**src/gc_cfg.svh**
```systemverilog
// Garbler configuration with label and index widths, limits and register offsets
`ifndef GC_CFG_SVH
`define GC_CFG_SVH

`define GC_LABEL_W       32
`define GC_WIRE_W        8     // Up to 256 wires
`define GC_GATE_W        8
`define GC_MAX_OUT       32    // Output mask fits in one label

`define GC_AXI_ADDR_W    6

// AXI4-Lite byte offsets
`define GC_REG_CTRL      6'h00
`define GC_REG_STATUS    6'h04
`define GC_REG_SEED      6'h08
`define GC_REG_NUM_IN    6'h0C
`define GC_REG_NUM_GATES 6'h10
`define GC_REG_NUM_OUT   6'h14
`define GC_REG_GATE_ADDR 6'h18
`define GC_REG_GATE_DATA 6'h1C

`endif
```
**src/gc_pkg.sv**
```systemverilog
// Garbler package with label, wire, gate and stream tag types and the FSM states
`include "gc_cfg.svh"

package gc_pkg;

	typedef logic [`GC_LABEL_W-1:0] label_t;
	typedef logic [`GC_WIRE_W-1:0]  wire_idx_t;  // 0 and 1 constants, then inputs, then gates
	typedef logic [`GC_GATE_W-1:0]  gate_idx_t;

	typedef enum logic [1:0] {
		GATE_XOR  = 2'd0,
		GATE_XNOR = 2'd1,
		GATE_NOT  = 2'd2
	} gate_op_t;

	// Op in 17:16, input 0 in 15:8, input 1 in 7:0
	typedef logic [17:0] gate_word_t;

	typedef enum logic [1:0] {
		TAG_NONE  = 2'd0,
		TAG_R     = 2'd1,
		TAG_LABEL = 2'd2,
		TAG_MASK  = 2'd3
	} tag_t;

	typedef enum logic [2:0] {
		IDLE,
		DRAW_R,
		DRAW_LABELS,
		READ_GATE,
		WRITE_GATE,
		MASK,
		DONE
	} garble_state_t;

endpackage

```
**src/label_gen.sv**
```systemverilog
// Label generator built on a xorshift32 register, seeded on load and stepped on demand
module label_gen (
	input  logic            clk,
	input  logic            rst,
	input  logic            load,
	input  gc_pkg::label_t  seed,
	input  logic            step,
	output gc_pkg::label_t  label
);
	import gc_pkg::*;

	label_t state;

	// Next value is visible before the step commits it
	always_comb begin
		label = state ^ (state << 13);
		label = label ^ (label >> 17);
		label = label ^ (label << 5);
	end

	always_ff @(posedge clk or posedge rst) begin
		if (rst)
			state <= '0;
		else if (load)
			state <= seed;
		else if (step)
			state <= label;
	end

	// Zero is a fixed point of xorshift
	assert property (@(posedge clk) disable iff (rst) load |-> seed != '0);

endmodule

```
**config.mk**
```make
export PLATFORM = sky130hd
export DESIGN_NAME = label_gen
export DESIGN_NICKNAME = d
export VERILOG_FILES = /design/src/gc_pkg.sv /design/src/label_gen.sv
export VERILOG_INCLUDE_DIRS = /design/src /design/src/src
export SDC_FILE = /design/constraint.sdc
export NUM_CORES = 1
export LEC_CHECK = 0
export BUFFER_PORTS_ARGS = -buffer_cell sky130_fd_sc_hd__buf_2
export CORE_MARGIN = 5
export CORE_UTILIZATION = 37
export DETAILED_ROUTE_END_ITERATION = 10
export SETUP_SLACK_MARGIN = 0.5
export SYNTH_ARGS = -nofsm -noshare
export SYNTH_HDL_FRONTEND = slang
export SYNTH_SLANG_ARGS = --single-unit
```
**constraint.sdc**
```tcl
create_clock -name clk -period 1.56 [get_ports clk]
set_clock_uncertainty 0.05 [all_clocks]
set_input_delay 0.156 -clock clk [delete_from_list [all_inputs] [get_ports clk]]
set_output_delay 0.156 -clock clk [all_outputs]
set_load 0.1 [all_outputs]
```
# Word level (Yosys, flattened, before mapping)
# Cells that the tools add are included.
dict set report op_classes {
  add_sub_neg 0
  mul 0
  div_mod_pow 0
  magnitude_cmp 0
  eq_ne 0
  shift 0
  muxes 2
  bitwise_logic 3
  reduce_logical 1
}
# op count
set ops {}
lappend ops {{32-bit 2-to-1 mux} 2}
lappend ops {{32-bit bitwise XOR} 2}
lappend ops {{32-bit by 15-bit bitwise XOR with 32-bit output} 1}
lappend ops {{2-bit nonzero test} 1}
dict set report totals {
  ff_bits 32
  latchBits 0
  ram_bits 0
  mem_bits_ro 0
  input_bits 36
  out_inout_bits 32
  wordCells 7
  memories 0
}

# Depth between registers and ports, before layout
dict set report depth {
  ltp_word 5
  ltp_mapped 6
}

# Least setup slack after synthesis
# Ideal clock, no wire load.
dict set report synth_path {
  kind {flip-flop to flip-flop}
  start {register state[14]}
  end {register state[15]}
  setup_ns 0.081
  arrival_ns 2.839
  setup_slack_ns -1.411
  stages_incl_launch_ff 6
  n_path_buf 1
  period_less_slack_ns 2.971
  cell_sequence {dfrtp_1 -> clkbuf_2 -> xnor3_1 -> xnor2_1 -> nand2_1 -> a2bb2oi_1}
}
dict set report synth_between {
  elab_chain_len 5
}
# element line_no
set synth_rtl {}
lappend synth_rtl {{start, declared} label_gen.sv:12} ;# label_t state;
lappend synth_rtl {{start signal, assigned} label_gen.sv:27} ;# state <= label;
lappend synth_rtl {{32-bit bitwise XOR} label_gen.sv:16} ;# label = state ^ (state << 13);
lappend synth_rtl {{32-bit by 15-bit bitwise XOR with 32-bit output} label_gen.sv:17} ;# label = label ^ (label >> 17);
lappend synth_rtl {{32-bit bitwise XOR} label_gen.sv:18} ;# label = label ^ (label << 5);
lappend synth_rtl {{net label[15]} label_gen.sv:8} ;# output gc_pkg::label_t label
lappend synth_rtl {{32-bit 2-to-1 mux} label_gen.sv:26} ;# else if (step)
lappend synth_rtl {{32-bit 2-to-1 mux} label_gen.sv:24} ;# else if (load)
# The timed path passes the listed nets, and every way through them passes these cells. The select of a mux whose other input is x is not followed.
# A chain may end at the register's enable or synchronous reset.

# Worst setup path after layout
dict set report layout_path {
  start {register state[29]}
  end {output port label[12]}
}
dict set report layout_between {
  elab_chain_len 3
}
# element line_no
set layout_rtl {}
lappend layout_rtl {{32-bit bitwise XOR} label_gen.sv:16}
lappend layout_rtl {{32-bit by 15-bit bitwise XOR with 32-bit output} label_gen.sv:17}
lappend layout_rtl {{32-bit bitwise XOR} label_gen.sv:18}
lappend layout_rtl {{end, declared} label_gen.sv:8}
# Every way passes these cells.

==> results summary <==
The run finished, with violations left. The checks that failed: negative setup slack. The beginning of the worst hold path is seed[11]. The number of buffers on the longest clock path is 2. Ranked by flip-flop count, first place goes to state. The share of final-layout standard cells stronger than drive strength 1 is around 73%.

The placer's final routability congestion estimate is roughly 0.76. After synthesis, the cell types taking the most area are dfrtp_1, xnor2_1, xnor3_1. After floorplanning, the core was sized to cover just under 7000 sq um. The final design instance area without fill is between 5000 and 6000 sq um. The number of global-route vias before repair is between 2000 and 3000. In this run the critical register-to-register path is launched from state[18]. The first-pass GRT wire length is 13.01 mm. TritonCTS built the clock tree.

The synthesized design spends more area on one cell type than any other, namely dfrtp_1. The effective utilization at floorplan is around 38%. The leading register cell type out of synthesis is dfrtp_1. The endpoint required time on the critical path is 1.35 ns. Hold is met by 0.01826 ns. Of all flip-flops after synthesis, the portion carrying an async set or reset was 100.0%.

The number of inserted filler cells in the final layout is about 380. At the pin with the least slew margin, the transition time is 0.7499 ns. The critical path's slowest cell is dfrtp_2. The synthesized cell area is approximately 2600 sq um. By startpoint and endpoint, the worst setup path is classified as flop to primary output. The total inserted antenna cells came out at 0. Wires add up to roughly 8.6 mm.

Yosys mapped a number of flops with a built-in enable equal to 0. The number of cells traversed by the worst hold path came out at 2. The growth of design area from synthesis to finish came out at 111.7%. For this design the top-level I/O count stands at between 60 and 70. Setup repair after global routing could not meet its margin everywhere. Across the run, the number of max-cap violations was 0. The synthesized design devotes to its leading area cell type between 30 and 40% of total area.

The number of standard cells after synthesis is roughly 240. For this block, the via count after detailed routing is 2398. The count of placed standard cells in the final layout, fillers left out came out at 493. In this run the tool buffered the top-level ports with 67 buffer cells. The pin count of the biggest net entering global routing is 33. The number of antenna violations at the first check in global routing was 0. The clock transition at the registers of the reported paths is about 0.08 ns. The number of register bits inferred by synthesis is 32. Of all nets on the critical path, the largest fanout is 3. The placed instance count came out at 440. The standard-cell row count came out at 30. The number of sinks handled by clock tree synthesis came out at 32. The global-route usage over all layers came out at between 10% and 20%. The maximum level of the CTS H-tree is 2. In this run the worst hold path is classified as input pin to flop. The synthesized netlist net count came out at between 200 and 300. For this run, design rule violations remaining after detail routing come to 0.

After synthesis, the most frequently instantiated cells are xnor2_1, dfrtp_1, nand2_1. The dominant cell by count in the synthesized netlist is xnor2_1. The capturing element type of the critical path is a primary output. The number of buffers created by CTS came out at 5. The part of the cycle the worst path needs came out at 128.5%. For hold timing, the worst endpoint is state[11]. The cell type group with the largest total delay on the critical path is XOR/XNOR gates. The area enclosed by the die boundary came out at approximately 8700 sq um.

The final setup violation count is 54. The post-placement cell area is about 4500 sq um. The multi-input gate area in the final layout came out at 2610 sq um.

The yosys synthesis warning count is 0. The largest registers in the layout are state (32). The die height is 93.47 um. The global-route congestion overflow total came out at 0. The root buffer cell is clkbuf_8. In this run the critical register-to-register path is captured at state[19].

The final net count came out at approximately 430. The data arrival at the endpoint of the critical path came out at ~1.8 ns. The maximum single-stage delay on the critical path is 0.46 ns.

The remaining number of nets flagged by the antenna check after routing is 0. The maximum clock frequency is roughly 0.5 GHz. The first-iteration detailed-routing DRC count is 83.

The max-slew violation count came out at 0. For this run, the detailed router's first-pass iteration total came to 4. The latest clock arrival within the worst-skew pair came out at slightly below 0.3 ns. After detailed routing, the average wire length per cell comes to between 15 and 20 um. The type of element launching the critical path is a flop. The worst pin sits at a relative slew slack of between 40 and 50%. The number of hold-slack violations in the final timing report was 0. The worst setup margin is -0.4447 ns. After synthesis, the mean cell area works out to 10.56 sq um. Sequential cells were found to cover 31.07% of the synthesized design area. The number of buffer and inverter stages on the critical path is 1.

The distinct cell type count of the synthesized netlist is 35. The worst path in the final design needs a cycle of approximately 2 ns, including I/O delays and setup. The depth of the worst register-to-register path is 6. At the placement stage, the worst setup path has a slack of -0.2355 ns.

The register cell area after layout is just over 800 sq um. The reg2reg setup slack is -0.28 ns. The via density per instance is around 5. The placed wire-length estimate came out at about 5.6 mm.

The die width came out at slightly above 90 um. The register with the most flip-flops in the layout has 32 of them. Traced cell by cell, the critical path runs through xor2_4 -> xor3_2 -> xnor2_4 -> buf_12.
[timing repair]
action	4_1_cts	5_1_grt
gates cloned	0	0
hold buffers	1	0
gates resized for setup	77	39
pin swaps	49	31
endpoints found under the setup margin	64	64
hold endpoints to repair	32	0
setup buffers	26	18
[logic make-up (layout without fill, tap and decap cells)]
family / count (synthesis) / count (layout) / share of synthesized area, %
flip-flops: 32 / 32 / 31.07
multiplexers: 9 / 9 / 3.495
AND/OR/NAND/NOR: 54 / 54 / 8.981
buffers and inverters: 25 / 178 / 4.708
AO/OA/AOI/OAI: 46 / 46 / 11.84
XOR/XNOR: 78 / 78 / 39.90
[worst reg2reg max path: cells and delay by family (launching register included)]
| family | cells | cell delay [ns] |
|---|---|---|
| XOR/XNOR | 2 | 0.68 |
| flip-flops | 1 | 0.49 |
| buffers and inverters | 2 | 0.24 |
| AO/OA/AOI/OAI | 2 | 0.32 |
[cell type report]
class | count | area share (%)
tap | 96 | 2.201
clock buffer | 8 | 1.834
inverter | 5 | 0.4814
multi-input combinational | 187 | 47.82
sequential | 32 | 15.15
timing repair buffer | 165 | 32.51
[layout by cell type, fill, tap and decap left out, drive strengths merged, types with 4 or more instances in the layout]
cell type / netlist / routed
a21bo: 5 / 5
a21o: 4 / 4
a21oi: 4 / 4
a2bb2oi: 4 / 4
a31oi: 6 / 6
buf: 8 / 164
clkbuf: 12 / 8
dfrtp: 32 / 32
mux2i: 9 / 9
nand2: 25 / 25
nand3b: 5 / 5
nor2: 19 / 19
o21ai: 16 / 16
xnor2: 39 / 39
xnor3: 15 / 15
xor2: 19 / 19
xor3: 5 / 5
[worst max-delay path by stage]
stage / start / end / cells past startpoint
after floorplan: state[20] / state[8] / 4
after global placement: state[29] / state[12] / 4
after detailed placement: state[29] / state[12] / 4
after CTS: state[19] / label[7] / 5
after global routing: state[29] / label[12] / 4
final: state[29] / label[12] / 4
[routing by layer]
| layer | part of all wire (%) | vias to the layer above | GRT usage (%) |
|---|---|---|---|
| li1 | - | 1115 | - |
| met1 | 40 | 1204 | 23.85 |
| met2 | 55 | 68 | 34.78 |
| met3 | 4.3 | 11 | 3.620 |
| met4 | 1.4 | 0 | 5.250 |
| met5 | 0 | - | 0 |
[metrics by stage]
step	TNS, ns	utilization, %
detailed placement	-3.674	66.21
floorplan	-9.865	-
CTS	-11.85	75.34
global route	-14.73	80.33
finish	-11.96	80.33
global placement	-2.896	66.21
Power is not shown: default switching activity piles up to over one toggle a cycle in this logic, so the estimate is an artifact.
