### src/gc_cfg.svh
// Garbler configuration with label and index widths, limits and register offsets
`ifndef GC_CFG_SVH
`define GC_CFG_SVH

`define GC_LABEL_W       32
`define GC_WIRE_W        8     // Up to 256 wires
`define GC_GATE_W        8
`define GC_MAX_OUT       32    // Output mask fits in one label

`define GC_AXI_ADDR_W    6

// AXI4-Lite byte offsets
`define GC_REG_CTRL      6'h00
`define GC_REG_STATUS    6'h04
`define GC_REG_SEED      6'h08
`define GC_REG_NUM_IN    6'h0C
`define GC_REG_NUM_GATES 6'h10
`define GC_REG_NUM_OUT   6'h14
`define GC_REG_GATE_ADDR 6'h18
`define GC_REG_GATE_DATA 6'h1C

`endif
### src/gc_pkg.sv
// Garbler package with label, wire, gate and stream tag types and the FSM states
`include "gc_cfg.svh"

package gc_pkg;

	typedef logic [`GC_LABEL_W-1:0] label_t;
	typedef logic [`GC_WIRE_W-1:0]  wire_idx_t;  // 0 and 1 constants, then inputs, then gates
	typedef logic [`GC_GATE_W-1:0]  gate_idx_t;

	typedef enum logic [1:0] {
		GATE_XOR  = 2'd0,
		GATE_XNOR = 2'd1,
		GATE_NOT  = 2'd2
	} gate_op_t;

	// Op in 17:16, input 0 in 15:8, input 1 in 7:0
	typedef logic [17:0] gate_word_t;

	typedef enum logic [1:0] {
		TAG_NONE  = 2'd0,
		TAG_R     = 2'd1,
		TAG_LABEL = 2'd2,
		TAG_MASK  = 2'd3
	} tag_t;

	typedef enum logic [2:0] {
		IDLE,
		DRAW_R,
		DRAW_LABELS,
		READ_GATE,
		WRITE_GATE,
		MASK,
		DONE
	} garble_state_t;

endpackage

### src/gc_regs.sv
// Garbler AXI4-Lite register block with configuration, start pulse, status and netlist port
`include "gc_cfg.svh"

module gc_regs (
	input  logic                        clk,
	input  logic                        rst,
	input  logic [`GC_AXI_ADDR_W-1:0]   awaddr,
	input  logic                        awvalid,
	output logic                        awready,
	input  logic [31:0]                 wdata,
	input  logic [3:0]                  wstrb,
	input  logic                        wvalid,
	output logic                        wready,
	output logic [1:0]                  bresp,
	output logic                        bvalid,
	input  logic                        bready,
	input  logic [`GC_AXI_ADDR_W-1:0]   araddr,
	input  logic                        arvalid,
	output logic                        arready,
	output logic [31:0]                 rdata,
	output logic [1:0]                  rresp,
	output logic                        rvalid,
	input  logic                        rready,
	output logic                        start,
	output gc_pkg::label_t              seed,
	output gc_pkg::wire_idx_t           num_in,
	output gc_pkg::gate_idx_t           num_gates,
	output gc_pkg::wire_idx_t           num_out,
	output logic                        gate_wr_en,
	output gc_pkg::gate_idx_t           gate_wr_addr,
	output gc_pkg::gate_word_t          gate_wr_data,
	input  logic                        busy,
	input  logic                        done
);
	import gc_pkg::*;

	logic        wr_fire;
	logic        rd_fire;
	logic [31:0] wr_old;
	logic [31:0] wr_val;

	function automatic logic [31:0] reg_value(input logic [`GC_AXI_ADDR_W-1:0] addr);
		logic [31:0] v;
		case (addr)
			`GC_REG_STATUS:    v = {30'd0, done, busy};
			`GC_REG_SEED:      v = 32'(seed);
			`GC_REG_NUM_IN:    v = 32'(num_in);
			`GC_REG_NUM_GATES: v = 32'(num_gates);
			`GC_REG_NUM_OUT:   v = 32'(num_out);
			`GC_REG_GATE_ADDR: v = 32'(gate_wr_addr);
			default:           v = '0;   // CTRL and GATE_DATA read back as zero
		endcase
		return v;
	endfunction

	// Address and data are taken together in one cycle
	assign wr_fire = awvalid && wvalid && !bvalid;
	assign rd_fire = arvalid && !rvalid;
	assign awready = !bvalid;
	assign wready  = !bvalid;
	assign arready = !rvalid;
	assign bresp   = 2'b00;   // OKAY
	assign rresp   = 2'b00;

	// Byte lanes not strobed keep the current value
	always_comb begin
		wr_old = reg_value(awaddr);
		for (int i = 0; i < 4; i++)
			wr_val[8*i +: 8] = wstrb[i] ? wdata[8*i +: 8] : wr_old[8*i +: 8];
	end

	assign gate_wr_en   = wr_fire && (awaddr == `GC_REG_GATE_DATA);
	assign gate_wr_data = wr_val[$bits(gate_word_t)-1:0];

	always_ff @(posedge clk or posedge rst) begin
		if (rst) begin
			bvalid       <= 1'b0;
			rvalid       <= 1'b0;
			start        <= 1'b0;
			seed         <= '0;
			num_in       <= '0;
			num_gates    <= '0;
			num_out      <= '0;
			gate_wr_addr <= '0;
		end else begin
			// Start is dropped while a run is in progress
			start <= wr_fire && (awaddr == `GC_REG_CTRL) && wr_val[0] && !busy;

			if (wr_fire)
				bvalid <= 1'b1;
			else if (bready)
				bvalid <= 1'b0;

			if (rd_fire)
				rvalid <= 1'b1;
			else if (rready)
				rvalid <= 1'b0;

			if (wr_fire) begin
				case (awaddr)
					`GC_REG_SEED:      seed <= wr_val[$bits(label_t)-1:0];
					`GC_REG_NUM_IN:    num_in <= wr_val[$bits(wire_idx_t)-1:0];
					`GC_REG_NUM_GATES: num_gates <= wr_val[$bits(gate_idx_t)-1:0];
					`GC_REG_NUM_OUT:   num_out <= wr_val[$bits(wire_idx_t)-1:0];
					`GC_REG_GATE_ADDR: gate_wr_addr <= wr_val[$bits(gate_idx_t)-1:0];
					`GC_REG_GATE_DATA: gate_wr_addr <= gate_wr_addr + 1'b1;   // Auto increment
					default: ;
				endcase
			end
		end
	end

	always_ff @(posedge clk) begin
		if (rd_fire)
			rdata <= reg_value(araddr);
	end

	// A request stays valid until it is taken
	assert property (@(posedge clk) disable iff (rst)
		awvalid && !wr_fire |=> awvalid);
	assert property (@(posedge clk) disable iff (rst)
		wvalid && !wr_fire |=> wvalid);
	assert property (@(posedge clk) disable iff (rst)
		arvalid && !rd_fire |=> arvalid);

endmodule

### config.mk
export PLATFORM = sky130hd
export DESIGN_NAME = gc_regs
export DESIGN_NICKNAME = d
export VERILOG_FILES = /design/src/gc_pkg.sv /design/src/gc_regs.sv
export VERILOG_INCLUDE_DIRS = /design/src /design/src/src
export SDC_FILE = /design/constraint.sdc
export NUM_CORES = 1
export LEC_CHECK = 0
export ABC_AREA = 1
export BUFFER_PORTS_ARGS = -buffer_cell sky130_fd_sc_hd__buf_2
export CORE_ASPECT_RATIO = 2
export CORE_UTILIZATION = 47
export CTS_BUF_LIST = sky130_fd_sc_hd__clkbuf_4
export DETAILED_ROUTE_END_ITERATION = 8
export MAX_ROUTING_LAYER = met4
export PLACE_DENSITY = 0.91
export SLEW_MARGIN = 40
export SYNTH_ARGS = -nofsm -noshare
export SYNTH_HDL_FRONTEND = slang
export SYNTH_SLANG_ARGS = --single-unit
### constraint.sdc
create_clock -name clk -period 2.1 [get_ports clk]
set_input_delay 0.42 -clock clk [delete_from_list [all_inputs] [get_ports clk]]
set_output_delay 0.42 -clock clk [all_outputs]
set_load 0.05 [all_outputs]
* After elaboration in Yosys (flattened, before gate mapping)
Cells that the tools add are included.
** Storage, ports and cells
- Bits in registers :: 99
- Input port bits :: 57
- Logic and storage cells :: 59
** Cells by class
- $add $sub $neg :: 1
- Eq/ne operators :: 15
- Mux-type cells :: 11
- Reduce and logical (&&, ||, !) cells :: 21
** Operators with widths (number)
- case mux 32 bit (6 select lines) :: 2
- == test 6 x 5 -> 1 bit (second input constant) :: 7
- 2-to-1 mux 8 bit :: 4
- == test 6 x 4 -> 1 bit (second input constant) :: 4
- case mux 8 bit (2 select lines) :: 1
- == test 6 x 3 -> 1 bit (second input constant) :: 2
- AND reduction 2 bit :: 5
- adder 8 x 1 -> 8 bit (second input constant) :: 1
- logical AND 1 bit :: 7
- zero test 6 bit :: 1
- AND reduction 3 bit :: 2
- nonzero test 2 bit :: 3
- 2-to-1 mux 1 bit :: 4
- != test 2 bit (second input constant) :: 2
- zero test 1 bit :: 3

* Longest topological paths before layout
- Depth in word-level cells :: 5
- Mapped depth :: 12
- Depth with buffers taken out :: 12

* Worst setup path before layout
OpenSTA, ideal clock, no wires.
- Path type :: reg2out
- From :: register bvalid
- To :: output port gate_wr_en
- Arrival time :: 2.062 ns
- Data required time :: 1.680 ns
- Setup slack :: -0.382 ns
- Cell stages (with the launch flop) :: 4
- Cell sequence :: dfrtp_1 > inv_1 > nand3_2 > nor2_1
** On the way
- Longest elaborated chain between the ends :: 3
** RTL lines
- start, declared :: line gc_regs.sv:15 : output logic bvalid,
- start signal, assigned :: line gc_regs.sv:77 : bvalid <= 1'b0;
- start signal, assigned :: line gc_regs.sv:90 : bvalid <= 1'b1;
- start signal, assigned :: line gc_regs.sv:92 : bvalid <= 1'b0;
- zero test 1 bit
- named net awready :: line gc_regs.sv:9 : output logic awready,
- logical AND 1 bit :: line gc_regs.sv:57 : assign wr_fire = awvalid && wvalid && !bvalid;
- logical AND 1 bit :: line gc_regs.sv:72 : assign gate_wr_en = wr_fire && (awaddr == `GC_REG_GATE_DATA);
- end, declared :: line gc_regs.sv:29 : output logic gate_wr_en,
The timed path passes the listed nets, and every way through them passes these cells.

* Worst setup path after layout
- From :: input port awaddr[1]
- To :: output port gate_wr_data[11]
** On the way
- Longest elaborated chain between the ends :: 3
** RTL lines
- start, declared :: line gc_regs.sv:7 : input logic [`GC_AXI_ADDR_W-1:0] awaddr,
- == test 6 x 5 -> 1 bit, or another cell as far along :: line gc_regs.sv:44 : case (addr)
- case mux 32 bit (6 select lines) (*) :: line gc_regs.sv:44
- 2-to-1 mux 8 bit (*) :: line gc_regs.sv:69 : wr_val[8*i +: 8] = wstrb[i] ? wdata[8*i +: 8] : wr_old[8*i +: 8];
- end, declared :: line gc_regs.sv:31 : output gc_pkg::gate_word_t gate_wr_data,
Every way passes the cells marked *; elsewhere a longest branch is shown, timed or not. The select of a mux whose other input is x is not followed.

==> impl_metrics.toml <==
[die]
rows = 54
die_w_um = 76.41
start_util = 0.4814
die_y_um = 150.8
die_area_um2 = 11520
ioPinCount = 182
coreArea_um2 = 10810

[critical_path]
cp-end-kind = "output pin"
rrSetupSlack_ps = 450
rr_worst_depth = 3
cp_data_arrival_time_ps = 1690
worst_setup_path_start_kind = "primary input"
cp_max_fo = 11
crit_type = "in -> out"
worstPathRequired_ps = 1680

[grt]
antenna_found_initial = 1
top_usage_layer = "met2"
grtUsageMet2 = 0.5108
grt_pass1_wl_mm = 24.27
grt_start_max_net_pins = 68
grt.met3_usage = 0.03133
groute.usage.overall = 0.2857
met1_usage = 0.2887
gr-total-overflow = 0
grt_pass1_vias = 4869

[detailed_routing]
viasPerCell = 5.295
wirelength_mm = 16.07
wire_per_inst_um = 16.88
drcViolationCount = 0
ant_nets = 0
vias = 5041
drt_iter0_drc = 329
first_pass_iters = 6

[status]
violations = "setup timing"
status = "complete, but fails checks"

[synthesis]
synth.avg_cell_area_um2 = 8.746
yosysUniqueCellTypes = 39
yosysSeqAreaShare = 0.5069
synth.area.top_cells = "dfrtp_1, edfxtp_1, nand2_1"
ys_ff_latch = 99
ys_warn_count = 0
syn_area_um2 = 5204
synth_cells = 595
yosysTopAreaCellShare = 0.3222
synth_largest_area_cell = "dfrtp_1"

[layout]
final_cell_mix = "buf_2, nand2_1, nor2_1"
regArea_um2 = 2638
syn_to_final_growth_pct = 33.64
fill_cells = 934
multiInputGateArea_um2 = 2153
mostFrequentLayoutCell = "buf_2"
final_core_util = 0.6433
drive_gt1_frac = 0.3983
fin_nets = 864

[clock_network]
cts.sinks = 99
numCtsBuffers = 9
clock_latency_ps = 450
h-tree-depth = 3
clk_pin_slew_ps = 180
cts_tree = "done"
postCtsHoldBufs = 0
cts-root-buf = "clkbuf_4"
clockBufferDepth = 2

[timing]
skew_ps = 26.22
fin_crit_ps = 2110
max_freq_ghz = 0.4740
worst_slack_ps = -9.624
setup_viol = 3
post-route-period-util = 1.005
relSlewSlack = 0.5037
final_max_slew_viol_count = 0
worst_slew_pin_slew_ps = 743.7
rsz0062_at_grt = "yes"
hold_viol_final = 0

[placement]
post-place-ws_ps = -174.0
dp_hpwl_mm = 12.28
io_buffers = 177
gp_congestion = 0.9884

[flow_run]
cap_violations = 0

[power]
p_per_area_nw_per_um2 = 676.0
vdd_drop_max_v = 0.0004764
power.leakage_nw = 3.552
finalPower_mw = 4.701

[worst_hold_path]
worstHoldPathType = "in -> async"
==> cells in the mapped netlist (all sizes together) <==
cell type,number
buf,34
or2,2
nand2,134
conb,1
xor2,1
nor2,96
clkbuf,6
a22oi,7
a31oi,18
o22ai,1
ha,1
nand3,33
o211ai,2
a21oi,22
nor3,2
dfrtp,67
xnor2,1
o21bai,1
edfxtp,32
o21ai,41
nand4,6
o31ai,10
o2111ai,4
inv,72
a32oi,1
==> report_power, final <==
group | internal [mW] | switching (mW) | total [mW] | leakage, nW
combinational | 0.350 | 1.09 | 1.44 | 2.40
clock | 0.275 | 0.713 | 0.987 | 0.0718
sequential | 2.15 | 0.123 | 2.28 | 1.08
==> final timing paths <==
path / startpoint / to
max in group asynchronous: rst / num_in[2]$_DFFE_PP0P_
min in group clk: bready / bvalid$_DFFE_PP0P_
hold reg to reg: seed[18]$_DFFE_PP0P_ / seed[18]$_DFFE_PP0P_
hold / removal: rst / seed[24]$_DFFE_PP0P_
setup reg to reg: rvalid$_DFFE_PP0P_ / rdata[29]$_DFFE_PP_
setup / recovery: awaddr[1] / gate_wr_data[11]
==> worst max-delay path, cell delays in order <==
cell and delay, ps:
buf_6 100, nor2_4 250, nand2_4 110, nor2_8 130
buf_12 150, inv_12 70, o31ai_4 220, buf_6 200
==> area by class of cell <==
class / instances / share of cell area
clock buffer: 9 / 0.009716
tap: 140 / 0.02519
clock inverter: 7 / 0.01008
inverter: 72 / 0.04228
antenna: 1 / 0.0003598
multi-input combinational: 387 / 0.3096
sequential: 99 / 0.3793
timing repair buffer: 237 / 0.2235
==> sequential cells by signal, indices dropped and copies added (netlist names) <==
name / cells
rdata: 32
seed: 32
gate_wr_addr: 8
num_gates: 8
num_in: 8
num_out: 8
bvalid: 1
rvalid: 1
start: 1
==> layer usage <==
layer	part of all wire	routed length [µm]
met1	0.35	5621
met2	0.54	8709
met3	0.040	642
met4	0.068	1091
met5	0	0
==> repair_timing <==
| action | in CTS | in global routing |
|---|---|---|
| resized for setup | 38 | 44 |
| setup endpoints to repair | 19 | 18 |
| buffers inserted | 6 | 4 |
| pin swaps | 8 | 17 |
==> metrics by stage <==
stage / area, µm² / TNS (ps) / hold slack (ps) / instances
finish: 6954 / -16.25 / 11.67 / 952
global route: 6954 / -784.1 / 15.91 / 952
CTS: 6782 / 0 / 21.00 / 947
detailed placement: 6460 / -2320 / 513.0 / 925
global placement: 6460 / -1640 / 503.6 / 925
floorplan: 5234 / 0 / 516.4 / 598
==> cells by family (layout without fill, tap and decap cells) <==
kind of cell | count (synthesis) | in the layout | synth area share
simple gates | 273 | 273 | 0.2296
buf+inv | 112 | 325 | 0.1063
compound gates | 107 | 107 | 0.1508
flops | 99 | 99 | 0.5069
xor+xnor | 2 | 2 | 0.003367
fa+ha+maj | 1 | 1 | 0.002404
other cells | 1 | 5 | 0.0007206
(Power assumes the default switching activity.)
