===== config.mk =====
export PLATFORM = sky130hd
export DESIGN_NAME = gc_garbler
export DESIGN_NICKNAME = d
export VERILOG_FILES = /design/src/gc_pkg.sv /design/src/gc_garbler.sv
export VERILOG_INCLUDE_DIRS = /design/src /design/src/src
export SDC_FILE = /design/constraint.sdc
export NUM_CORES = 1
export LEC_CHECK = 0
export ABC_AREA = 1
export BUFFER_PORTS_ARGS = -buffer_cell sky130_fd_sc_hd__buf_2
export CORE_MARGIN = 8
export CORE_UTILIZATION = 49
export DETAILED_ROUTE_END_ITERATION = 10
export GPL_ROUTABILITY_DRIVEN = 0
export GPL_TIMING_DRIVEN = 0
export PLACE_DENSITY = 0.78
export SYNTH_ARGS = -nofsm -noshare
export SYNTH_HDL_FRONTEND = slang
export SYNTH_SLANG_ARGS = --single-unit
export TNS_END_PERCENT = 30

===== constraint.sdc =====
create_clock -name clk -period 3.2 [get_ports clk]
set_clock_uncertainty 0.15 [all_clocks]
set_input_delay 0.32 -clock clk [delete_from_list [all_inputs] [get_ports clk]]
set_output_delay 0.32 -clock clk [all_outputs]
set_load 0.02 [all_outputs]

===== src/gc_cfg.svh =====
// Garbler configuration with label and index widths, limits and register offsets
`ifndef GC_CFG_SVH
`define GC_CFG_SVH

`define GC_LABEL_W       32
`define GC_WIRE_W        8     // Up to 256 wires
`define GC_GATE_W        8
`define GC_MAX_OUT       32    // Output mask fits in one label

`define GC_AXI_ADDR_W    6

// AXI4-Lite byte offsets
`define GC_REG_CTRL      6'h00
`define GC_REG_STATUS    6'h04
`define GC_REG_SEED      6'h08
`define GC_REG_NUM_IN    6'h0C
`define GC_REG_NUM_GATES 6'h10
`define GC_REG_NUM_OUT   6'h14
`define GC_REG_GATE_ADDR 6'h18
`define GC_REG_GATE_DATA 6'h1C

`endif

===== src/gc_pkg.sv =====
// Garbler package with label, wire, gate and stream tag types and the FSM states
`include "gc_cfg.svh"

package gc_pkg;

	typedef logic [`GC_LABEL_W-1:0] label_t;
	typedef logic [`GC_WIRE_W-1:0]  wire_idx_t;  // 0 and 1 constants, then inputs, then gates
	typedef logic [`GC_GATE_W-1:0]  gate_idx_t;

	typedef enum logic [1:0] {
		GATE_XOR  = 2'd0,
		GATE_XNOR = 2'd1,
		GATE_NOT  = 2'd2
	} gate_op_t;

	// Op in 17:16, input 0 in 15:8, input 1 in 7:0
	typedef logic [17:0] gate_word_t;

	typedef enum logic [1:0] {
		TAG_NONE  = 2'd0,
		TAG_R     = 2'd1,
		TAG_LABEL = 2'd2,
		TAG_MASK  = 2'd3
	} tag_t;

	typedef enum logic [2:0] {
		IDLE,
		DRAW_R,
		DRAW_LABELS,
		READ_GATE,
		WRITE_GATE,
		MASK,
		DONE
	} garble_state_t;

endpackage


===== src/gc_garbler.sv =====
// Free-XOR garbler FSM that draws labels, evaluates gates, builds the output mask and streams
`include "gc_cfg.svh"

module gc_garbler (
	input  logic                clk,
	input  logic                rst,
	input  logic                start,
	input  gc_pkg::wire_idx_t   num_in,
	input  gc_pkg::gate_idx_t   num_gates,
	input  gc_pkg::wire_idx_t   num_out,
	output logic                busy,
	output logic                done,
	output gc_pkg::gate_idx_t   gate_addr,
	input  gc_pkg::gate_word_t  gate_word,
	output logic                gen_load,
	output logic                gen_step,
	input  gc_pkg::label_t      gen_label,
	output logic                lbl_wr_en,
	output gc_pkg::wire_idx_t   lbl_wr_addr,
	output gc_pkg::label_t      lbl_wr_data,
	output gc_pkg::wire_idx_t   lbl_rd_addr_0,
	output gc_pkg::wire_idx_t   lbl_rd_addr_1,
	input  gc_pkg::label_t      lbl_rd_data_0,
	input  gc_pkg::label_t      lbl_rd_data_1,
	output gc_pkg::tag_t        out_tag,
	output gc_pkg::wire_idx_t   out_index,
	output gc_pkg::label_t      out_data
);
	import gc_pkg::*;

	localparam int MASK_IDX_W = $clog2(`GC_MAX_OUT);

	garble_state_t         state;
	label_t                r;            // Global offset
	label_t                r_next;
	label_t                mask;
	label_t                gate_label;
	wire_idx_t             cnt;          // Wire counter for drawing and mask reads
	wire_idx_t             gate_wire;
	wire_idx_t             out_base;
	gate_idx_t             gate_cnt;
	gate_op_t              gate_op;
	logic                  rd_pend;      // Mask read in flight
	logic [MASK_IDX_W-1:0] mask_bit;

	assign busy      = (state != IDLE) && (state != DONE);
	assign done      = (state == DONE);
	assign r_next    = {gen_label[`GC_LABEL_W-1:1], 1'b1};   // Point-and-permute bit
	assign gate_op   = gate_op_t'(gate_word[17:16]);
	assign gate_wire = num_in + wire_idx_t'(2) + wire_idx_t'(gate_cnt);
	// Outputs are the last num_out gates
	assign out_base  = num_in + wire_idx_t'(2) + wire_idx_t'(num_gates) - num_out;

	always_comb begin
		case (gate_op)
			GATE_XNOR: gate_label = lbl_rd_data_0 ^ lbl_rd_data_1 ^ r;
			GATE_NOT:  gate_label = lbl_rd_data_0 ^ r;
			default:   gate_label = lbl_rd_data_0 ^ lbl_rd_data_1;
		endcase
	end

	always_comb begin
		gen_load      = start && !busy;
		gen_step      = (state == DRAW_R) || (state == DRAW_LABELS);
		gate_addr     = gate_cnt;
		lbl_wr_en     = 1'b0;
		lbl_wr_addr   = cnt;
		lbl_wr_data   = gen_label;
		lbl_rd_addr_0 = gate_word[15:8];
		lbl_rd_addr_1 = gate_word[7:0];
		case (state)
			DRAW_LABELS: lbl_wr_en = 1'b1;
			WRITE_GATE: begin
				gate_addr   = gate_cnt + 1'b1;   // Next gate word is ready in READ_GATE
				lbl_wr_en   = 1'b1;
				lbl_wr_addr = gate_wire;
				lbl_wr_data = gate_label;
			end
			MASK: lbl_rd_addr_0 = out_base + cnt;
			default: ;
		endcase
	end

	always_ff @(posedge clk or posedge rst) begin
		if (rst) begin
			state    <= IDLE;
			cnt      <= '0;
			gate_cnt <= '0;
			r        <= '0;
			mask     <= '0;
			rd_pend  <= 1'b0;
			out_tag  <= TAG_NONE;
		end else begin
			out_tag <= TAG_NONE;
			rd_pend <= 1'b0;
			if (rd_pend)
				mask[mask_bit] <= lbl_rd_data_0[0];

			case (state)
				IDLE, DONE: begin
					if (start) begin
						state    <= DRAW_R;
						cnt      <= '0;
						gate_cnt <= '0;
						mask     <= '0;
					end
				end
				DRAW_R: begin
					r       <= r_next;
					out_tag <= TAG_R;
					state   <= DRAW_LABELS;
				end
				DRAW_LABELS: begin
					out_tag <= TAG_LABEL;
					cnt     <= cnt + 1'b1;
					if (cnt == num_in + wire_idx_t'(1)) begin
						cnt   <= '0;
						state <= (num_gates == '0) ? MASK : READ_GATE;
					end
				end
				READ_GATE: state <= WRITE_GATE;
				WRITE_GATE: begin
					gate_cnt <= gate_cnt + 1'b1;
					state    <= (gate_cnt == num_gates - 1'b1) ? MASK : READ_GATE;
				end
				MASK: begin
					if (cnt != num_out) begin
						cnt     <= cnt + 1'b1;
						rd_pend <= 1'b1;
					end else if (!rd_pend) begin
						out_tag <= TAG_MASK;   // Last mask bit landed the cycle before
						state   <= DONE;
					end
				end
				default: state <= IDLE;
			endcase
		end
	end

	always_ff @(posedge clk) begin
		mask_bit <= cnt[MASK_IDX_W-1:0];
		case (state)
			DRAW_R: begin
				out_index <= '0;
				out_data  <= r_next;
			end
			DRAW_LABELS: begin
				out_index <= cnt;
				out_data  <= gen_label;
			end
			MASK: begin
				out_index <= '0;
				out_data  <= mask;
			end
			default: ;
		endcase
	end

	// The host must keep the output count within one mask word
	assert property (@(posedge clk) disable iff (rst) start |-> num_out <= `GC_MAX_OUT);

endmodule


# ---- Word-level counts from Yosys, hierarchy flattened
# Index checks and enable logic that the tools add are counted.
dict set report word_totals {
  input_bits 141
  register_bits 131
  elab_cells 90
}
dict set report classes {
  n_addsub 9
  reduce_logical 18
  n_mux 31
  n_lt_le_gt_ge 2
  n_eq_ne 17
  bitwise_logic 3
}
# cell count
set ops {}
lappend ops {{two-way mux 32 bit} 4}
lappend ops {{case mux 32 bit (3 select lines)} 1}
lappend ops {{XOR 32 bit} 3}
lappend ops {{case mux 32 bit (2 select lines)} 1}
lappend ops {{two-way mux 8 bit} 6}
lappend ops {{bitwise mux 32 bit} 1}
lappend ops {{case mux 8 bit (2 select lines)} 2}
lappend ops {{adder 8 x 1 -> 8 bit (second input constant)} 3}
lappend ops {{adder 8 bit} 3}
lappend ops {{case mux 8 bit (3 select lines)} 1}
lappend ops {{two-way mux 3 bit} 6}
lappend ops {{case mux 3 bit (6 select lines)} 1}
lappend ops {{equality test 8 bit} 2}
lappend ops {{equality test 3 bit (second input constant)} 3}
lappend ops {{nonzero test 3 bit} 3}
lappend ops {{adder 8 x 2 -> 8 bit (second input constant)} 1}
lappend ops {{zero test 8 bit} 1}
lappend ops {{inequality test 2 bit (second input constant)} 4}
lappend ops {{inequality test 8 bit} 1}
lappend ops {{subtractor 8 x 1 -> 8 bit (second input constant)} 1}
lappend ops {{subtractor 8 bit} 1}
lappend ops {{equality test 3 x 2 -> 1 bit (second input constant)} 2}
lappend ops {{< comparator 5 x 6 -> 1 bit (second input constant)} 1}
lappend ops {{case mux 2 bit (3 select lines)} 1}
lappend ops {{18 further kinds} 27}

# ---- Longest topological paths before layout
# Gate-level depths: netlist of run 1.
dict set report depth {
  word_depth 8
  mapped_depth 16
  depth_no_buf 16
}

# ---- Worst setup path after synthesis of run 1
# OpenSTA, ideal clock, no wires.
dict set report synth_timing {
  path_type {register to output}
  start {register cnt[1]}
  end {output port lbl_rd_addr_0[5]}
  path_slack_ps -166
  t_arrival_ps 2896
  path_stages_with_launch 12
  path_buffers 0
  t_required_ps 2730
  cell_sequence {dfrtp_1 > fa_1 > inv_1 > fa_1 > inv_1 > ha_1 > fa_1 > nand3_1 > nand3_1 > nand2_1 > nand2_1 > o21ai_0}
}
dict set report synth_via {
  elab_chain_cells 2
}
# item line_no
set synth_lines {}
lappend synth_lines {{start, declared} gc_garbler.sv:38} ;# wire_idx_t cnt;
lappend synth_lines {{start signal, assigned} gc_garbler.sv:115} ;# cnt <= cnt + 1'b1;
lappend synth_lines {{start signal, assigned} gc_garbler.sv:128} ;# cnt <= cnt + 1'b1;
lappend synth_lines {{adder 8 bit} gc_garbler.sv:79} ;# MASK: lbl_rd_addr_0 = out_base + cnt;
lappend synth_lines {{two-way mux 8 bit} gc_garbler.sv:71} ;# case (state)
lappend synth_lines {{end, declared} gc_garbler.sv:21} ;# output gc_pkg::wire_idx_t lbl_rd_addr_0,
# No other way between the ends.

# ---- Final worst setup path of run 1
dict set report layout_timing {
  start {register cnt[1]}
  end {output port lbl_rd_addr_0[7]}
}
# The elaborated chain is that of the path after synthesis.

==> results of run 1 <==
-- timing repair --
item / 4_1_cts / 5_1_grt
buffers inserted: 3 / 4
hold buffers: 1 / 0
hold endpoints to repair: 27 / 0
setup endpoints to repair: 6 / 11
pin swaps: 10 / 10
cloned: 0 / 0
gates resized for setup: 16 / 11
-- logic make-up (layout without fill, tap and decap cells) --
family          after synthesis  count (layout)  synth area share [%]
fa+ha+maj                    37              37                  6.14
simple gates                616             616                  28.6
compound gates              202             202                  11.2
buf+inv                     216             499                  9.59
xor+xnor                     82              82                  7.67
flops                       131             131                  36.9
-- cell usage in the layout (no fill, tap or decap), drive strengths merged, types with 40 or more instances in the layout --
cell type	n
nor3	78
nand2	375
nor2	58
buf	290
a21oi	46
nand3	79
edfxtp	40
inv	162
xnor2	50
o21ai	135
dfrtp	86
-- sequential cells by signal, summed over array words and instances, names as in the netlist --
signal and cells:
cnt 8, gate_cnt 8, mask 32, mask_bit 5, out_data 32, out_index 8, out_tag 2, r 32
rd_pend 1, state 3
-- worst min-delay path, delay by kind of cell --
| kind | cells | cell delay, ns |
|---|---|---|
| buf+inv | 2 | 0.13 |
| compound gates | 1 | 0.12 |
-- power groups by stage --
stage / combinational (mW) / sequential (mW) / clock, mW
6_report: 4.10 / 2.84 / 2.11
3_5_place_dp: 3.88 / 2.87 / 0
5_1_grt: 4.48 / 2.90 / 2.20
3_3_place_gp: 3.73 / 2.87 / 0
4_1_cts: 4.02 / 2.84 / 2.12
2_1_floorplan: 2.24 / 3.10 / 0
-- final cells by class --
cell class                      instances  area share (%)
Buffer                                 60            2.68
Clock buffer                           17            3.63
Clock inverter                         15            1.86
Inverter                              156            5.02
Multi-Input combinational cell        937            43.3
Sequential cell                       131            29.5
Tap cell                              234            2.50
Timing Repair Buffer                  251            11.5
-- worst max-delay path by stage --
stage	startpoint	to	slack [ns]	depth (start not counted)
finish	cnt[1]	lbl_rd_addr_0[7]	-0.60	16
global route	cnt[1]	lbl_rd_addr_0[7]	-0.77	16
CTS	cnt[1]	lbl_rd_addr_0[7]	-0.64	16
detailed placement	num_gates[1]	lbl_rd_addr_0[7]	-0.41	17
global placement	rst	cnt[1]	-0.86	2
floorplan	cnt[1]	lbl_rd_addr_0[7]	-0.04	15
-- per-stage QoR --
stage	worst slack (ns)	TNS [ns]	hold slack (ns)	util (%)	std cells
6_report	-0.604	-2.18	0.0472	62.6	1801
5_1_grt	-0.767	-2.86	0.0447	62.6	1801
4_1_cts	-0.636	-2.39	0.0324	62.4	1797
3_5_place_dp	-0.406	-0.881	0.192	58.4	1761
3_3_place_gp	-0.856	-50.43	0.296	58.1	1759
2_1_floorplan	-0.0425	-0.0425	0.231	-	1284
-- layer usage --
metal	share of wire [%]	wire, um	vias to the layer above	track usage (%)
li1	-	-	4692	-
met1	39	12400	4452	31.0
met2	49	15500	519	45.3
met3	9.1	2890	51	6.41
met4	2.6	830	0	9.57
met5	0	0	-	0
==> results.md, run 1 <==
* Floorplan Core Area at 18700 um2
* Sequential cell area fraction in the yosys report at 36.9%
* Top-area cell type share of the netlist area at 23.0%
* Reg-to-Reg Start: state[0]
* Cell Area, Synth at 9370 um2
* Outcome: finished with violations
* Sequential share of power at 31.4%
* Root Buffer: clkbuf_16
* Clk pin slew, worst setup/hold paths at 0.06 ns
* Max-slew headroom at 50.4%
* WL final at 31.6 mm
* Async set or reset register ratio after synthesis at 65.6%
* P&R area growth vs syn at 25.0%
* Vias per inst at 5.39
* Antenna-violating nets left at 0
* Setup crit start kind: flip-flop
* Post-DP HPWL at 24.8 mm
* Width of the die at 154 um
* Syn Inst Count at 1284
* Share of layout cells above drive strength 1 at 24.6%
* Initial Util at 50.1%
* Combinational share of power at 45.3%
* WP buf/inv at 4
* Yosys reg bits at 131
* Hold crit path type: input pin to flip-flop
* DRC Markers at 0
* Crit path largest cell delay at 0.52 ns
* CP delay by family, top: adder cells
* Period utilization at 119%
* Worst Hold Path EP: r[2]
* CP cell instances: fa_1 -> inv_2 -> fa_1 -> inv_1 -> ha_2 -> fa_2 -> nand3_2 -> nand3_2 -> nand2_2 -> nand2_2 -> a21oi_2 -> inv_1 -> nand2_1 -> nand3_2 -> nand2_2 -> buf_6
* # diodes at 0
* Measured slew at the worst slew-check pin at 0.739 ns
* Psw at 3.88 mW
* Router iterations before antenna repair at 5
* Iteration-0 DRC count of the detailed router at 960
* Post-layout minimum cycle time at 3.80 ns
* Library cells used by synthesis at 38
* Power per Cell Area at 773 nW/um2
* First-pass GRT wire length at 49.7 mm
* Cell with the most instances after synthesis: nand2_1
* Failing checks: setup timing
* Hold Crit Start: gen_label[2]
* RSZ-0062 raised after global routing: yes
* Main synth FF type: dfrtp_1
* Vias in the first global route at 9529
* Clk network pwr share at 23.3%
* Crit path kind: flip-flop to primary output
* CTS tree: yes
* Port bufs at 241
* GRT Util Overall at 26.2%
* Peak Freq at 0.263 GHz
* DIE HEIGHT at 154 um
* Fillers at 1658
* Worst Path Arrival at 3.33 ns
* Rows at 50
* Die area at 23800 um2
* Cell count of the worst reg-to-reg path at 8
* Final setup margin at -0.604 ns
* I/O pin count at 252
* Worst path slowest cell: fa_1
* Reg-to-reg endpoint: out_data[27]
* Most frequent cells after synthesis: 366 x nand2_1, 148 x inv_1, 124 x o21ai_0
* Max VDD drop at 0.711 mV
* Post-synth EDFFs at 40
* Largest net degree at the start of global routing at 60
* Setup violators final at 6
* Avg Cell Area, Syn at 7.29 um2
* Sw frac at 42.8%
* Post-route cell area at 11700 um2
* Nets at 1732
* Via count at 9714
* Synth Warn # at 0
* H-Tree Depth at 4
* # Max-Cap Violations at 0
* Post-Synthesis Net Count at 1462
* Cell Area, Placed at 10900 um2
* Area leader, netlist: dfrtp_1
* Overall Power at 9.06 mW
* Setup slack, reg-to-reg at 0.59 ns
* Sequential cell area at 3460 um2
* Bufs on Longest Clock Path at 2
* Crit end category: primary output
* Leak at 5.86 nW
* CP Max Fanout at 2
* Total gr overflow at 0
* TritonCTS Buffers at 17
* Area of the multi-input gates at 5070 um2
* Hold Vio Cnt, Final at 0
* Wire per inst at 17.5 um
* CP required at 2.73 ns
* Count of pins over their slew limit at 0
* Sink Count at 131
* Top cells by area, synth: dfrtp_1 23%, nand2_1 15%, edfxtp_1 13%, o21ai_0 6.6%, inv_1 5.9%
* Hold depth at 3
* Initial antenna violation count at 0
* Internal power at 5.18 mW
* Clock Latency Late Sink at 0.42 ns
Note: power is estimated with default switching activity, not from simulation.
==> run 2: changes to the inputs <==
Settings changed: ABC_AREA 1 to unset, BUFFER_PORTS_ARGS -buffer_cell sky130_fd_sc_hd__buf_2 to unset, CORE_UTILIZATION 49 to 70, DONT_BUFFER_PORTS set to 1, PLACE_DENSITY 0.78 to 0.86.
Clock period 3.2 ns to 4.68 ns, I/O delays scaled along.
==> run 2 against run 1 <==
Final cell count is 36% lower. Largest power group is now sequential cells. Global-route usage is 3.7 points higher. Area after synthesis is 6.1% lower. Count of clock-buffer cells in the layout is 6 higher. Utilization is 14 points higher. Combinational power is 50% lower. The run now ends clean. Setup slack better by 0.84 ns. Hold slack better by 0.0038 ns. Non-clock buffer count is 244 lower.
==> results.md, run 2 <==
* Outcome: finished, final reports clean
* DP Cell Count at 1121 (-36%)
* Worst path slowest cell: fa_1
* Most frequent cells in the layout: 128 x nand2_1, 86 x dfrtp_1, 73 x mux2_2
* Width of the die at 128 um (-17%)
* Largest family of logic cells by synthesized area: simple AND/OR/NAND/NOR gates
* Power per Cell Area at 562 nW/um2 (-27%)
* Fillers at 900 (-46%)
* Period utilization at 95.0%
* DP Worst Slack at 0.494 ns (+0.900 ns)
* Nets at 1147 (-34%)
* WL final at 24.8 mm (-22%)
* Wire per inst at 21.5 um (+23%)
* DIE HEIGHT at 128 um (-17%)
* Setup TNS at 0 ns (+2.18 ns)
* Synth Area in XOR/XNOR at 9.25% (+1.6 points)
* Reg-to-Reg Start: state[2]
* Root Buffer: clkbuf_16
* Hold Crit Start: gen_label[12]
* Clk pin slew, worst setup/hold paths at 0.05 ns (about the same)
* Area leader, netlist: dfrtp_1
* Yosys reg bits at 131 (unchanged)
* Cell count of the worst reg-to-reg path at 6 (-2)
* Cell with the most instances after synthesis: nand2_1
* Sink Count at 131 (unchanged)
* Port bufs at 0 (-100%)
* Post-Synth Simple-Gate Area at 15.5% (-13 points)
* Top cell by count, worst path: fa_1
* Rows at 41 (-18%)
* Post-layout minimum cycle time at 4.45 ns
* Crit path kind: flip-flop to primary output
* Antenna-violating nets left at 0 (unchanged)
* RSZ-0062 raised after global routing: no
* P&R area growth vs syn at 9.15%
* Main synth FF type: dfrtp_1
* First-pass GRT wire length at 37.8 mm (-24%)
* Count of pins over their slew limit at 0 (unchanged)
* Top Registers: mask: 32 flops, out_data: 32 flops, r: 32 flops
* TritonCTS Buffers at 17 (unchanged)
* Commonest non-fill, non-tap cell in the layout: nand2_1
* CP cell instances: fa_1 -> inv_1 -> fa_1 -> inv_1 -> ha_1 -> fa_1 -> a21o_1 -> a21oi_1 -> o21bai_1 -> a21oi_1 -> xnor2_1 -> o21ai_1
* Die area at 16400 um2 (-31%)
* Via count at 7257 (-25%)
* Mux cell area share after synthesis at 9.46% (+9.5 points)
* DRC Markers at 0 (unchanged)
* Setup crit start kind: flip-flop
* Measured slew at the worst slew-check pin at 0.885 ns (+0.145 ns)
* Post-Synth Adder-Cell Area at 6.55% (+0.40 points)
* Post-Synthesis Net Count at 1125 (-23%)
* Leak at 3.99 nW (-32%)
* Clock Latency Late Sink at 0.41 ns (about the same)
* Reg-to-reg endpoint: out_data[20]
* I/O pin count at 252 (unchanged)
* Bufs on Longest Clock Path at 2 (unchanged)
* Worst Hold Path EP: r[12]
* Async set or reset register ratio after synthesis at 65.6% (unchanged)
* Iteration-0 DRC count of the detailed router at 558 (-42%)
* Top cells by area, synth: dfrtp_1 24%, edfxtp_1 14%, mux2_2 9.4%, xnor2_1 5.5%, nand2_1 5.5%
* Avg Cell Area, Syn at 9.28 um2 (+27%)
* Worst Path Arrival at 3.83 ns (+0.50 ns)
* Crit path largest cell delay at 0.53 ns (about the same)
* # Max-Cap Violations at 0 (unchanged)
* Initial Util at 70.5% (+20 points)
* Post-route cell area at 9600 um2 (-18%)
* Total gr overflow at 0 (unchanged)
* Floorplan Core Area at 12500 um2 (-33%)
* Setup slack, reg-to-reg at 1.77 ns (+1.18 ns)
* # diodes at 0 (unchanged)
* Final setup margin at 0.232 ns (+0.837 ns)
* Vias per inst at 6.29 (+17%)
* Synth Warn # at 0 (unchanged)
* Router iterations before antenna repair at 7 (+2)
* CTS tree: yes
* Final cell count without fillers at 1153 (-36%)
* Max-slew headroom at 40.6% (-9.9 points)
* Hold Vio Cnt, Final at 0 (unchanged)
* Hold crit path type: input pin to flip-flop
* Setup violators final at 0 (-6)
* CP required at 4.06 ns (+1.33 ns)
* GRT Util Overall at 29.9% (+3.7 points)
* Hold depth at 1 (-2)
* Post-DP HPWL at 18.6 mm (-25%)
* Peak Freq at 0.225 GHz
* Library cells used by synthesis at 55 (+45%)
* Cell Area, Placed at 9060 um2 (-17%)
* Initial antenna violation count at 0 (unchanged)
* Setup Fix Bufs, Post-CTS at 0 (-3)
* Most frequent cells after synthesis: 128 x nand2_1, 86 x dfrtp_1, 73 x mux2_2, 73 x o21ai_0, 70 x a21oi_1
* Syn Inst Count at 947 (-26%)
* Vias in the first global route at 7108 (-25%)
* Synth Area in Compound Gates at 14.6% (+3.4 points)
* CP Max Fanout at 9 (+7)
* Share of layout cells above drive strength 1 at 12.9% (-12 points)
* Largest net degree at the start of global routing at 69 (+15%)
* Post-synth EDFFs at 40 (unchanged)
* Crit end category: primary output
* Sequential cell area fraction in the yosys report at 39.3% (+2.4 points)
* Top-area cell type share of the netlist area at 24.5% (+1.5 points)
* Max VDD drop at 0.274 mV (-61%)
* H-Tree Depth at 4 (unchanged)
* Cell Area, Synth at 8790 um2 (-6.1%)
## run 2: changes by cell type in the layout (fill, tap and decap cells not counted), sizes merged, moves of 26 or more
cell	before	now
mux2	0	73
nand3	79	21
nor3	78	3
buf	290	23
inv	162	48
a311oi	0	26
nor2b	0	36
o21ai	135	73
clkbuf	37	66
nand2	375	128
## run 2: kinds of logic (layout without fill, tap and decap cells)
kind of cell / Yosys count / count (layout)
flip-flops: 131 / 131
multiplexers: 74 / 74
buffers and inverters: 112 / 146
AO/OA/AOI/OAI: 212 / 212
adder cells (fa/ha/maj): 37 / 37
XOR/XNOR: 92 / 92
AND/OR/NAND/NOR: 289 / 289
## run 2: worst max-delay path: cells and delay by family, from the launching register on
kind | cells | cell delay (ns)
compound gates | 5 | 1.02
xor+xnor | 1 | 0.08
fa+ha+maj | 4 | 1.69
buf+inv | 2 | 0.09
flops | 1 | 0.51
## run 2: worst max-delay path by stage
stage | startpoint | slack, ns | to
2_1_floorplan | num_out[1] | 0.72 | lbl_rd_addr_0[7]
3_3_place_gp | cnt[1] | 0.52 | lbl_rd_addr_0[7]
3_5_place_dp | cnt[1] | 0.49 | lbl_rd_addr_0[7]
4_1_cts | cnt[1] | 0.04 | lbl_rd_addr_0[7]
5_1_grt | cnt[1] | 0.02 | lbl_rd_addr_0[7]
6_report | cnt[1] | 0.23 | lbl_rd_addr_0[7]
## run 2: metal layers
layer | vias up | part of all wire [%] | track usage [%] | wire length [um]
li1 | 3331 | - | - | -
met1 | 3454 | 38 | 34.4 | 9350
met2 | 412 | 49 | 50.6 | 12100
met3 | 60 | 10 | 9.86 | 2580
met4 | 0 | 2.9 | 11.7 | 722
met5 | - | 0 | 0 | 0
## run 2: where the power goes
group / total (mW) / switching [mW] / internal, mW / leakage (nW)
combinational: 2.03 / 1.24 / 0.788 / 2.18
sequential: 2.18 / 0.511 / 1.67 / 1.54
clock: 1.18 / 0.450 / 0.732 / 0.262
total: 5.39 / 2.21 / 3.19 / 3.99
## run 2: metrics by stage
stage	power [mW]	utilization, %	hold slack, ns
5_1_grt	5.68	77.0	0.0374
4_1_cts	5.40	77.0	0.0400
6_report	5.39	77.0	0.0511
3_5_place_dp	4.21	72.7	0.161
2_1_floorplan	3.66	-	0.231
3_3_place_gp	4.10	72.2	0.290
## run 2: layout make-up
class / instances / area, um2 / area share [%]
clock inverter: 8 / 63.8 / 0.665
buffer: 64 / 287 / 2.99
timing repair buffer: 3 / 65.1 / 0.678
clock buffer: 23 / 458 / 4.77
tap: 172 / 215 / 2.24
multi-input combinational: 704 / 4870 / 50.8
inverter: 48 / 183 / 1.90
sequential: 131 / 3450 / 36.0
## run 2: what timing repair did
action | CTS | global route
gates resized for setup | 0 | 1
hold endpoints to repair | 18 | 0
setup endpoints to repair | 0 | 1
hold buffers | 1 | 0
==> run 3: changes to the inputs <==
Settings changed: CELL_PAD_IN_SITES_DETAIL_PLACEMENT set to 1, CELL_PAD_IN_SITES_GLOBAL_PLACEMENT set to 2, CORE_UTILIZATION 70 to 41, PLACE_DENSITY 0.86 to unset, PLACE_DENSITY_LB_ADDON set to 0.1.
==> run 3 against run 2 <==
Critical path depth unchanged. Via count down 1.9%. Register-to-register slack worse by 0.08 ns. Largest cell class unchanged. Highest routed layer unchanged.
==> results.md, run 3 (same netlist as run 2, synthesis figures left out) <==
* CP cell instances: fa_1 -> inv_1 -> fa_1 -> inv_1 -> ha_1 -> fa_1 -> a21o_1 -> a21oi_1 -> o21bai_1 -> a21oi_1 -> xnor2_1 -> o21ai_2
* CP required at 4.06 ns (about the same)
* Most frequent cells in the layout: 127 x nand2_1, 86 x dfrtp_1, 73 x mux2_2
* Vias per inst at 5.67 (-10%)
* Worst Path Arrival at 3.84 ns (about the same)
* Initial Util at 41.8% (-29 points)
* Bufs on Longest Clock Path at 2 (unchanged)
* CTS tree: yes
* Measured slew at the worst slew-check pin at 1.03 ns (+0.150 ns)
* Vias in the first global route at 7755 (+9.1%)
* Setup slack, reg-to-reg at 1.69 ns (-0.08 ns)
* Via count at 7116 (-1.9%)
* Clk pin slew, worst setup/hold paths at 0.06 ns (about the same)
* Sink Count at 131 (unchanged)
* GRT Util Overall at 21.5% (-8.4 points)
* Total gr overflow at 0 (unchanged)
* Port bufs at 0 (unchanged)
* Nets at 1146 (-0.087%)
* Reg-to-Reg Start: state[2]
* Post-DP HPWL at 22.7 mm (+22%)
* Setup violators final at 0 (unchanged)
* Largest net degree at the start of global routing at 59 (-14%)
* Peak Freq at 0.225 GHz (-0.12%)
* Width of the die at 162 um (+27%)
* # Max-Cap Violations at 0 (unchanged)
* RSZ-0062 raised after global routing: no
* H-Tree Depth at 4 (unchanged)
* Max VDD drop at 0.231 mV (-16%)
* Power per Cell Area at 580 nW/um2 (+3.1%)
* Wire per inst at 22.7 um (+5.7%)
* DIE HEIGHT at 162 um (+27%)
* Worst Hold Path EP: r[20]
* Setup crit start kind: flip-flop
* Crit end category: primary output
* Root Buffer: clkbuf_16
* DP Worst Slack at 0.336 ns (-0.158 ns)
* Commonest non-fill, non-tap cell in the layout: nand2_1
* Floorplan Core Area at 21000 um2 (+69%)
* DRC Markers at 0 (unchanged)
* First-pass GRT wire length at 44.3 mm (+17%)
* CP Max Fanout at 9 (unchanged)
* Crit path largest cell delay at 0.55 ns (+0.02 ns)
* Leak at 4.03 nW (+1.2%)
* Hold Crit Start: gen_label[20]
* TritonCTS Buffers at 17 (unchanged)
* Share of layout cells above drive strength 1 at 13.6% (+0.61 points)
* Hold depth at 1 (unchanged)
* Hold Vio Cnt, Final at 0 (unchanged)
* Area of the multi-input gates at 4880 um2 (+0.13%)
* Iteration-0 DRC count of the detailed router at 301 (-46%)
* WL final at 28.5 mm (+15%)
* Sequential cell area at 3450 um2 (unchanged)
* Worst path slowest cell: fa_1
* # diodes at 0 (unchanged)
* Rows at 53 (+29%)
* Router iterations before antenna repair at 4 (-3)
* Max-slew headroom at 30.5% (-10 points)
* I/O pin count at 252 (unchanged)
* Final setup margin at 0.227 ns (-0.00551 ns)
* Top Registers: mask: 32 flops, out_data: 32 flops, r: 32 flops
* Hold crit path type: input pin to flip-flop
* Initial antenna violation count at 0 (unchanged)
* Cell count of the worst reg-to-reg path at 6 (unchanged)
* Crit path kind: flip-flop to primary output
* Post-layout minimum cycle time at 4.45 ns (+0.00551 ns)
* Outcome: finished, final reports clean
* Setup TNS at 0 ns (unchanged)
* Clock Latency Late Sink at 0.42 ns (about the same)
* Count of pins over their slew limit at 0 (unchanged)
* Period utilization at 95.2% (+0.12 points)
* Die area at 26400 um2 (+61%)
* Antenna-violating nets left at 0 (unchanged)
* Reg-to-reg endpoint: out_data[5]
* P&R area growth vs syn at 11.8%
* Top cell by count, worst path: fa_1
* Fillers at 2405 (+170%)
## run 3: cell count changes in the layout (fill, tap and decap cells not counted), moves of 2 or more
cell / previous run / this run
bufinv_16: 1 / 5
clkinv_2: 6 / 2
clkbuf_1: 47 / 44
clkinv_4: 0 / 3
inv_6: 0 / 2
## run 3: worst max-delay path: cells and delay by family (launching register included)
family                     cells  cell delay, ns
xor gates and xnor gates       1            0.10
DFF                            1            0.54
buffers and inverters          2            0.11
AOI/OAI and AO/OA              5            0.91
adders and majority gates      4            1.74
## run 3: per-stage QoR
stage	cell area (um2)	util [%]	std cells	hold WS, ns	power, mW
global route	9830	46.8	1256	0.0256	6.05
global placement	9140	43.5	1222	0.349	4.17
CTS	9830	46.7	1256	0.0316	5.77
floorplan	8790	-	947	0.231	3.66
detailed placement	9170	43.6	1223	0.233	4.29
finish	9830	46.8	1256	0.0451	5.70
## run 3: report_power, final
group	internal (mW)	leakage (nW)	total (mW)	switching (mW)
clock	0.964	0.319	1.48	0.512
sequential	1.67	1.54	2.20	0.532
combinational	0.760	2.17	2.02	1.26
## run 3: worst max-delay path by stage
stage | from | end | cells past startpoint
2_1_floorplan | num_out[1] | lbl_rd_addr_0[7] | 13
3_3_place_gp | cnt[1] | lbl_rd_addr_0[7] | 12
3_5_place_dp | cnt[1] | lbl_rd_addr_0[7] | 12
4_1_cts | cnt[1] | lbl_rd_addr_0[7] | 12
5_1_grt | cnt[1] | lbl_rd_addr_0[7] | 12
6_report | cnt[1] | lbl_rd_addr_0[7] | 12
## run 3: cell type report
type	instances	share of cell area, %
Multi-Input combinational cell	704	49.6
Clock inverter	12	2.07
Sequential cell	131	35.1
Inverter	48	1.86
Timing Repair Buffer	2	0.382
Tap cell	275	3.50
Clock buffer	20	4.54
Buffer	64	2.91
## run 3: per-layer routing
| layer | up-vias | wire [um] | global-route usage, % |
|---|---|---|---|
| met1 | 3565 | 11000 | 23.3 |
| met3 | 41 | 1950 | 6.90 |
| met5 | - | 0 | 0 |
| met2 | 191 | 14800 | 39.3 |
| li1 | 3319 | - | - |
| met4 | 0 | 667 | 6.57 |
## run 3: what timing repair did
action,in CTS,in global routing
endpoints found under the setup margin,1,1
setup buffers,0,0
gates resized for setup,1,1
pin swaps,0,0
hold buffers,1,0
gates cloned,0,0
hold endpoints to repair,28,0
